File: src/logic/dcache_pkg.sv
package dcache_pkg;

  // geometry
  localparam int addr_width = 32;
  localparam int data_width = 64;
  localparam int num_sets = 32;
  localparam int index_width = 5;
  localparam int tag_width = 24;
  localparam int offset_width = addr_width - tag_width - index_width;

  // core side
  typedef struct packed {
    logic                  valid;
    logic [addr_width-1:0] addr;
  } ld_req_t;

  typedef struct packed {
    logic                  done;
    logic [data_width-1:0] data;
  } ld_rsp_t;

  typedef struct packed {
    logic                  valid;
    logic [addr_width-1:0] addr;
    logic [data_width-1:0] data;
  } st_req_t;

  typedef struct packed {
    logic done;
  } st_rsp_t;

  // wishbone classic, master outputs and slave outputs
  typedef struct packed {
    logic                  cyc;
    logic                  stb;
    logic                  we;
    logic [addr_width-1:0] adr;
    logic [data_width-1:0] dat;
  } wb_req_t;

  typedef struct packed {
    logic                  ack;
    logic [data_width-1:0] dat;
  } wb_rsp_t;

  // between controller, array and miss handler
  typedef struct packed {
    logic                   en;
    logic [index_width-1:0] index;
    logic [tag_width-1:0]   tag;
    logic [data_width-1:0]  data;
    logic                   dirty;
  } array_wr_t;

  typedef struct packed {
    logic                  valid;
    logic                  dirty;
    logic [addr_width-1:0] addr;
    logic [data_width-1:0] data;
  } victim_t;

  typedef struct packed {
    logic                  valid;
    logic [addr_width-1:0] addr;
    logic                  wb_needed;
    logic [addr_width-1:0] wb_addr;
    logic [data_width-1:0] wb_data;
  } miss_req_t;

  typedef struct packed {
    logic                  done;
    logic [data_width-1:0] data;
  } miss_rsp_t;

endpackage

File: src/logic/dcache_array.sv
`timescale 1ns/10ps

module dcache_array (
  input  logic                                   clock,
  input  logic                                   reset,
  input  logic [dcache_pkg::index_width-1:0]     lookup_index,
  input  logic [dcache_pkg::tag_width-1:0]       lookup_tag,
  input  dcache_pkg::array_wr_t                  array_wr,
  output logic                                   hit,
  output logic [dcache_pkg::data_width-1:0]      rd_data,
  output dcache_pkg::victim_t                    victim
);
  import dcache_pkg::*;

  logic [tag_width-1:0]   tag_mem  [num_sets];
  logic [data_width-1:0]  data_mem [num_sets];
  logic [num_sets-1:0]    valid_bits;
  logic [num_sets-1:0]    dirty_bits;

  // registered copy of the resident line
  logic                   vic_valid;
  logic                   vic_dirty;
  logic [tag_width-1:0]   vic_tag;
  logic [index_width-1:0] vic_index;
  logic [data_width-1:0]  vic_data;

  always_ff @(posedge clock) begin
    if (array_wr.en) begin
      tag_mem[array_wr.index]  <= array_wr.tag;
      data_mem[array_wr.index] <= array_wr.data;
    end
  end

  always_ff @(posedge clock) begin
    if (reset) begin
      valid_bits <= '0;
      dirty_bits <= '0;
    end else if (array_wr.en) begin
      valid_bits[array_wr.index] <= 1'b1;
      dirty_bits[array_wr.index] <= array_wr.dirty;
    end
  end

  // lookup result, one cycle after the index
  always_ff @(posedge clock) begin
    if (reset) begin
      hit       <= 1'b0;
      vic_valid <= 1'b0;
      vic_dirty <= 1'b0;
    end else begin
      hit       <= valid_bits[lookup_index] && (tag_mem[lookup_index] == lookup_tag);
      vic_valid <= valid_bits[lookup_index];
      vic_dirty <= dirty_bits[lookup_index];
    end
  end

  always_ff @(posedge clock) begin
    rd_data   <= data_mem[lookup_index];
    vic_tag   <= tag_mem[lookup_index];
    vic_index <= lookup_index;
    vic_data  <= data_mem[lookup_index];
  end

  // victim address rebuilt from stored tag and set index
  assign victim.valid = vic_valid;
  assign victim.dirty = vic_dirty;
  assign victim.addr  = {vic_tag, vic_index, {offset_width{1'b0}}};
  assign victim.data  = vic_data;

endmodule

File: src/logic/miss_handler.sv
`timescale 1ns/10ps

module miss_handler (
  input  logic                   clock,
  input  logic                   reset,
  input  dcache_pkg::miss_req_t  miss_req,
  output dcache_pkg::miss_rsp_t  miss_rsp,
  output dcache_pkg::wb_req_t    wb_req,
  input  dcache_pkg::wb_rsp_t    wb_rsp
);
  import dcache_pkg::*;

  typedef enum logic [1:0] {
    idle,
    writeback,
    fetch
  } state_t;

  state_t                state;
  logic                  cyc;
  logic                  we;
  logic [addr_width-1:0] adr;
  logic [data_width-1:0] dat;
  logic                  bus_ack;

  // classic bus, stb follows cyc
  assign wb_req.cyc = cyc;
  assign wb_req.stb = cyc;
  assign wb_req.we  = we;
  assign wb_req.adr = adr;
  assign wb_req.dat = dat;

  assign bus_ack = cyc && wb_rsp.ack;

  // fill goes straight back in the ack cycle
  assign miss_rsp.done = (state == fetch) && bus_ack;
  assign miss_rsp.data = wb_rsp.dat;

  always_ff @(posedge clock) begin
    if (reset) begin
      state <= idle;
      cyc   <= 1'b0;
    end else begin
      case (state)
        idle: begin
          if (miss_req.valid) begin
            cyc <= 1'b1;
            if (miss_req.wb_needed) begin
              state <= writeback;
            end else begin
              state <= fetch;
            end
          end
        end
        writeback: begin
          // drop cyc for a cycle between the two transfers
          if (bus_ack) begin
            cyc   <= 1'b0;
            state <= fetch;
          end
        end
        fetch: begin
          if (bus_ack) begin
            cyc   <= 1'b0;
            state <= idle;
          end else if (!cyc) begin
            cyc <= 1'b1;
          end
        end
        default: begin
          cyc   <= 1'b0;
          state <= idle;
        end
      endcase
    end
  end

  // address, direction and write data
  always_ff @(posedge clock) begin
    if (state == idle && miss_req.valid) begin
      we  <= miss_req.wb_needed;
      adr <= miss_req.wb_needed ? miss_req.wb_addr : miss_req.addr;
      dat <= miss_req.wb_data;
    end else if (state == writeback && bus_ack) begin
      we  <= 1'b0;
      adr <= miss_req.addr;
    end
  end

endmodule

File: src/logic/dcache_controller.sv
`timescale 1ns/10ps

module dcache_controller (
  input  logic                               clock,
  input  logic                               reset,
  input  dcache_pkg::ld_req_t                ld_req,
  input  dcache_pkg::st_req_t                st_req,
  input  logic                               flush,
  output dcache_pkg::ld_rsp_t                ld_rsp,
  output dcache_pkg::st_rsp_t                st_rsp,
  output logic                               flush_done,
  output logic [dcache_pkg::index_width-1:0] lookup_index,
  output logic [dcache_pkg::tag_width-1:0]   lookup_tag,
  input  logic                               hit,
  input  logic [dcache_pkg::data_width-1:0]  rd_data,
  input  dcache_pkg::victim_t                victim,
  output dcache_pkg::array_wr_t              array_wr,
  output dcache_pkg::miss_req_t              miss_req,
  input  dcache_pkg::miss_rsp_t              miss_rsp
);
  import dcache_pkg::*;

  typedef enum logic [2:0] {
    idle, lookup, miss_wait, flush_scan, flush_wait, flushed
  } state_t;

  typedef enum logic [2:0] {
    grant_none, grant_flush, grant_fill, grant_store, grant_load
  } grant_t;

  state_t                 state;
  grant_t                 grant;
  logic                   serve_store;
  logic                   flush_pending;
  logic [index_width-1:0] flush_count;
  logic                   scan_valid;
  logic                   ld_done;
  logic                   st_done;
  logic [data_width-1:0]  ld_data;
  logic                   miss_valid;
  logic [addr_width-1:0]  miss_addr;
  logic                   miss_wb_needed;
  logic [addr_width-1:0]  miss_wb_addr;
  logic [data_width-1:0]  miss_wb_data;
  logic [addr_width-1:0]  port_addr;
  logic [index_width-1:0] scan_index;
  logic [index_width-1:0] miss_index;
  logic                   scan_dirty;
  logic                   start_miss;

  assign ld_rsp   = '{done: ld_done, data: ld_data};
  assign st_rsp   = '{done: st_done};
  assign miss_req = '{valid: miss_valid, addr: miss_addr, wb_needed: miss_wb_needed,
                      wb_addr: miss_wb_addr, wb_data: miss_wb_data};

  // one owner of the array per cycle: flush, fill, store, load
  always_comb begin
    grant = grant_none;
    if (state == flush_scan || state == flush_wait ||
        ((state == idle || state == flushed) && (flush || flush_pending))) begin
      grant = grant_flush;
    end else if (state == miss_wait) begin
      grant = grant_fill;
    end else if (state == lookup) begin
      grant = serve_store ? grant_store : grant_load;
    end else if (st_req.valid && !st_done) begin
      grant = grant_store;
    end else if (ld_req.valid && !ld_done) begin
      grant = grant_load;
    end
  end

  assign port_addr    = (grant == grant_store) ? st_req.addr : ld_req.addr;
  assign lookup_index = (grant == grant_flush) ? flush_count
                                               : port_addr[offset_width +: index_width];
  assign lookup_tag   = port_addr[addr_width-1 -: tag_width];

  // victim index doubles as the index being scanned
  assign scan_index = victim.addr[offset_width +: index_width];
  assign miss_index = miss_addr[offset_width +: index_width];
  assign scan_dirty = scan_valid && victim.valid && victim.dirty;
  assign start_miss = (state == lookup && !hit) || (state == flush_scan && scan_dirty);

  always_comb begin
    array_wr.en    = 1'b0;
    array_wr.index = miss_index;
    array_wr.tag   = miss_addr[addr_width-1 -: tag_width];
    array_wr.data  = miss_rsp.data;
    array_wr.dirty = 1'b0;
    if (state == lookup && grant == grant_store && hit) begin
      array_wr.en    = 1'b1;
      array_wr.index = st_req.addr[offset_width +: index_width];
      array_wr.tag   = st_req.addr[addr_width-1 -: tag_width];
      array_wr.data  = st_req.data;
      array_wr.dirty = 1'b1;
    end else if ((grant == grant_fill || grant == grant_flush) && miss_rsp.done) begin
      array_wr.en = 1'b1;
      // store miss merges its word over the fill
      if (grant == grant_fill && serve_store) begin
        array_wr.data  = st_req.data;
        array_wr.dirty = 1'b1;
      end
    end
  end

  always_ff @(posedge clock) begin
    if (reset) begin
      state         <= idle;
      serve_store   <= 1'b0;
      flush_pending <= 1'b0;
      flush_done    <= 1'b0;
      flush_count   <= '0;
      scan_valid    <= 1'b0;
      ld_done       <= 1'b0;
      st_done       <= 1'b0;
      miss_valid    <= 1'b0;
    end else begin
      ld_done <= 1'b0;
      st_done <= 1'b0;
      if (flush) begin
        flush_pending <= 1'b1;
        flush_done    <= 1'b0;
      end
      case (state)
        idle, flushed: begin
          if (grant == grant_flush) begin
            state         <= flush_scan;
            flush_pending <= 1'b0;
            flush_done    <= 1'b0;
            flush_count   <= '0;
            scan_valid    <= 1'b0;
          end else if (grant == grant_store || grant == grant_load) begin
            state       <= lookup;
            serve_store <= (grant == grant_store);
          end
        end
        lookup: begin
          if (hit) begin
            st_done <= serve_store;
            ld_done <= !serve_store;
            state   <= idle;
          end else begin
            miss_valid <= 1'b1;
            state      <= miss_wait;
          end
        end
        miss_wait: begin
          if (miss_rsp.done) begin
            miss_valid <= 1'b0;
            st_done    <= serve_store;
            ld_done    <= !serve_store;
            state      <= idle;
          end
        end
        flush_scan: begin
          // one set per cycle, stop on a dirty line
          if (scan_dirty) begin
            miss_valid <= 1'b1;
            scan_valid <= 1'b0;
            state      <= flush_wait;
          end else if (scan_valid && scan_index == index_width'(num_sets - 1)) begin
            flush_done <= 1'b1;
            state      <= flushed;
          end else begin
            flush_count <= flush_count + 1'b1;
            scan_valid  <= 1'b1;
          end
        end
        flush_wait: begin
          if (miss_rsp.done) begin
            miss_valid <= 1'b0;
            if (miss_index == index_width'(num_sets - 1)) begin
              flush_done <= 1'b1;
              state      <= flushed;
            end else begin
              flush_count <= miss_index + 1'b1;
              state       <= flush_scan;
            end
          end
        end
        default: state <= idle;
      endcase
    end
  end

  // load data and miss request payload
  always_ff @(posedge clock) begin
    if (state == lookup && hit) begin
      ld_data <= rd_data;
    end else if (state == miss_wait && miss_rsp.done) begin
      ld_data <= miss_rsp.data;
    end
    if (start_miss) begin
      // a flush refetches the written line itself
      miss_addr      <= (state == flush_scan) ? victim.addr : port_addr;
      miss_wb_needed <= victim.valid && victim.dirty;
      miss_wb_addr   <= victim.addr;
      miss_wb_data   <= victim.data;
    end
  end

endmodule

File: src/logic/dcache_top.sv
`timescale 1ns/10ps

module dcache_top (
  input  logic                 clock,
  input  logic                 reset,
  input  dcache_pkg::ld_req_t  ld_req,
  input  dcache_pkg::st_req_t  st_req,
  input  logic                 flush,
  output dcache_pkg::ld_rsp_t  ld_rsp,
  output dcache_pkg::st_rsp_t  st_rsp,
  output logic                 flush_done,
  output dcache_pkg::wb_req_t  wb_req,
  input  dcache_pkg::wb_rsp_t  wb_rsp
);
  import dcache_pkg::*;

  logic [index_width-1:0] lookup_index;
  logic [tag_width-1:0]   lookup_tag;
  logic                   hit;
  logic [data_width-1:0]  rd_data;
  victim_t                victim;
  array_wr_t              array_wr;
  miss_req_t              miss_req;
  miss_rsp_t              miss_rsp;

  dcache_controller controller_i (
    .clock        (clock),
    .reset        (reset),
    .ld_req       (ld_req),
    .st_req       (st_req),
    .flush        (flush),
    .ld_rsp       (ld_rsp),
    .st_rsp       (st_rsp),
    .flush_done   (flush_done),
    .lookup_index (lookup_index),
    .lookup_tag   (lookup_tag),
    .hit          (hit),
    .rd_data      (rd_data),
    .victim       (victim),
    .array_wr     (array_wr),
    .miss_req     (miss_req),
    .miss_rsp     (miss_rsp)
  );

  dcache_array array_i (
    .clock        (clock),
    .reset        (reset),
    .lookup_index (lookup_index),
    .lookup_tag   (lookup_tag),
    .array_wr     (array_wr),
    .hit          (hit),
    .rd_data      (rd_data),
    .victim       (victim)
  );

  miss_handler miss_handler_i (
    .clock    (clock),
    .reset    (reset),
    .miss_req (miss_req),
    .miss_rsp (miss_rsp),
    .wb_req   (wb_req),
    .wb_rsp   (wb_rsp)
  );

endmodule

File: config.mk
export PLATFORM = sky130hd
export DESIGN_NAME = dcache_top
export DESIGN_NICKNAME = d
export VERILOG_FILES = /design/src/logic/dcache_pkg.sv /design/src/logic/dcache_array.sv /design/src/logic/miss_handler.sv /design/src/logic/dcache_controller.sv /design/src/logic/dcache_top.sv
export SDC_FILE = /design/constraint.sdc
export NUM_CORES = 2
export LEC_CHECK = 0
export BUFFER_PORTS_ARGS = -buffer_cell sky130_fd_sc_hd__buf_2
export CAP_MARGIN = 20
export CELL_PAD_IN_SITES_DETAIL_PLACEMENT = 2
export CELL_PAD_IN_SITES_GLOBAL_PLACEMENT = 2
export CORE_ASPECT_RATIO = 1.2
export CORE_UTILIZATION = 48
export DETAILED_ROUTE_END_ITERATION = 10
export PLACE_DENSITY_LB_ADDON = 0.1
export SYNTH_ARGS = -nofsm -noshare
export SYNTH_HDL_FRONTEND = slang
export SYNTH_SLANG_ARGS = --single-unit
File: constraint.sdc
create_clock -name clock -period 68.6 [get_ports clock]
set_input_delay 17.15 -clock clock [delete_from_list [all_inputs] [get_ports clock]]
set_output_delay 17.15 -clock clock [all_outputs]
set_load 0.02 [all_outputs]
==> metrics <==
RSZ-0062 raised after global routing false; Main synth FF type edfxtp_1; syn_area_per_cell 13.4 µm²; crit path time final 25490 ps; critical path depth in cells 18; vias in the first global route 99609; Die Height 570 µm; cell with the largest stage delay on the worst path buf_4; CP Capture Type register; CTS tree yes; net switching power 3.66 mW; worst r2r path cells 17; Post-DRT Antenna Nets 0; drt wl/cell 38.6 µm; CP max FO 92; crit path kind primary input to register; arrival time of the worst setup path 26350 ps; post-synthesis sequential area ratio 74.9%; first-pass GRT wire length 744 mm; Hold Path Class register to register; Std-Cell Core Area 0.268 mm²; TritonCTS buffer count 332; Clock Pin Slew Worst Setup and Hold Paths 70 ps; synthesized area 0.129 mm²; DIE AREA 0.271 mm²; number of I/O port buffers 363; WHS 424 ps; Layout Nets 10118; grt ovf 0; max_cap viols 0; CP Data Required Time 69470 ps; Routed Wire Length 531 mm; DRC errors left 0; Async SR Flop Fraction 0%; CP bufs+invs 8; Setup TNS Final 0 ps; Cell Pwr Density 54.6 mW/mm²; hold buffer count at cts 0; post-CTS setup buffers 0; Worst-Margin Slew 1300 ps; Fmax 39.2 MHz; Clock Skews 42.1 ps; # IOs 364; # setup viols final 0; clk_lat worst skew 930 ps; R2R setup slack 58410 ps; clk sinks 3281; Int Power 4.37 mW; Min-Delay Startpoint controller_i.miss_wb_data[10]; H-tree levels 5; Final period util 37.2%; hold path endpoint miss_handler_i.dat[10]; DIE WIDTH 476 µm; combinational share of power 46.1%; most frequent cells in the layout 3103 x edfxtp_1, 2796 x nand2_1, 864 x nand3_1, 362 x buf_2, 345 x clkbuf_16; synth warn 0; CP Launch Type primary input; Clock Tree Buf Depth 4; cell mode on critical path buf_4; commonest non-fill, non-tap cell in the layout edfxtp_1; Post-synth EDFFs 3103; Hold Vio Cnt, Final 0; fraction of layout cells with a size suffix above 1 12.9%; area delta synth->final 13.8%; Worst R2R End array_i.rd_data[29]; worst ir drop on vdd 0.0000716 V; Sw Share 45.6%; Min-Delay Path Depth 0; crit-path leading delay family buffers and inverters; Max stage delay on crit path 980 ps; GR Util All Layers 38.6%; Clock power frac 23.8%; Final Max Tran Viols 0; status finished clean; Synthesized Nets 9815; vias per cell 6.63; reg2reg start controller_i.state[0]; Cell Chain, Critical Path buf_2, or3b_4, a221o_1, nor3_4, buf_4, a211o_4, buf_4, buf_4, buf_4, buf_4, buf_4, buf_4, nand2_1, and3_1, a311oi_1, a311oi_1, a211oi_1, a21o_1; FF+latch count, synth 3281; Slew HR 13.2%; DP HPWL 271 mm; DR iter-0 viols 10428; FP Rows 208; Clock Tree Root clkbuf_16; Pleak 50.7 nW; initial antenna violation count 20; Synth cell types 92; Pre-antenna DRT Iters 5; Starting Density 48.3%; gp weighted congestion 0.856; largest net degree at the start of global routing 208; cell count after synthesis 9616; register share of total power 30.1%; vias 91332; post_cts resized 0
[synthesized netlist by cell type (all sizes together) (100+ instances only)]
cell type,count,area share (%)
clkbuf,439,1.3
nor2,237,0.70
mux2,100,0.87
edfxtp,3103,72
buf,216,0.89
a311oi,331,2.2
nand3,866,3.4
and3,208,1.0
nand2,2798,8.1
mux2i,118,0.91
dfxtp,178,2.8
a211oi,117,0.69
a21oi,150,0.58
a31oi,165,0.81
[area by class of cell]
| class | instances | area (µm²) |
|---|---|---|
| Clock buffer | 438 | 9200 |
| Antenna cell | 7 | 17.5 |
| Tap cell | 3570 | 4470 |
| Clock inverter | 167 | 1630 |
| Sequential cell | 3281 | 96700 |
| Multi-Input combinational cell | 5650 | 29900 |
| Timing Repair Buffer | 624 | 4890 |
| Fill cell | 24512 | 120000 |
| Inverter | 30 | 159 |
[logic make-up after synthesis]
logic type               Yosys count  share of synthesized area [%]
buffers and inverters            685                           2.26
flip-flops                      3281                           74.9
AND/OR/NAND/NOR                 4260                           14.0
AO/OA/AOI/OAI                   1139                           6.71
XOR/XNOR                          16                          0.108
multiplexers                     234                           2.06
adder cells (fa/ha/maj)            1                        0.00968
[power by group through the flow]
stage                     combinational, mW  clock [mW]  sequential [mW]
after floorplan                        2.16           0             2.46
after global placement                 3.26           0             2.45
after detailed placement               3.48           0             2.46
after CTS                              3.62        1.91             2.42
after global routing                   3.84        1.97             2.42
final                                  3.70        1.91             2.42
[through the flow]
step	std cells	power, mW	cell area [µm²]	utilization, %	setup slack [ps]
final	13767	8.03	147000	55.0	43110
after global routing	13764	8.23	147000	55.0	42910
after CTS	13719	7.95	146000	54.5	43360
after detailed placement	13114	5.93	135000	50.5	42500
after global placement	13104	5.71	135000	50.4	42970
after floorplan	9616	4.62	129000	-	42570
[sequential cells by signal (all words and copies together) (netlist names), 2 cells and up]
register	count
controller_i.miss_wb_data	64
controller_i.state	3
array_i.dirty_bits	32
array_i.valid_bits	32
controller_i.flush_count	5
array_i.vic_index	5
miss_handler_i.adr	32
miss_handler_i.dat	64
array_i.rd_data	64
miss_handler_i.state	2
array_i.vic_tag	24
array_i.data_mem	2048
controller_i.ld_data	64
controller_i.miss_wb_addr	29
array_i.tag_mem	768
controller_i.miss_addr	32
[metal layers]
metal  track usage [%]  vias up  part of all wire [%]
met2              65.7     5234                    50
met4              22.4       12                   6.2
met5                 0        -                 0.015
met3              6.04     1564                   7.7
met1              46.5    48142                    36
li1                  -    36380                     -
[how the worst max path moves through the flow]
stage / startpoint / end
floorplan: flush / array_i.dirty_bits[6]
global placement: flush / array_i.rd_data[28]
detailed placement: flush / array_i.rd_data[28]
CTS: flush / array_i.rd_data[13]
global route: flush / array_i.rd_data[13]
finish: flush / array_i.rd_data[29]
Power figures use the tool's default switching activity.
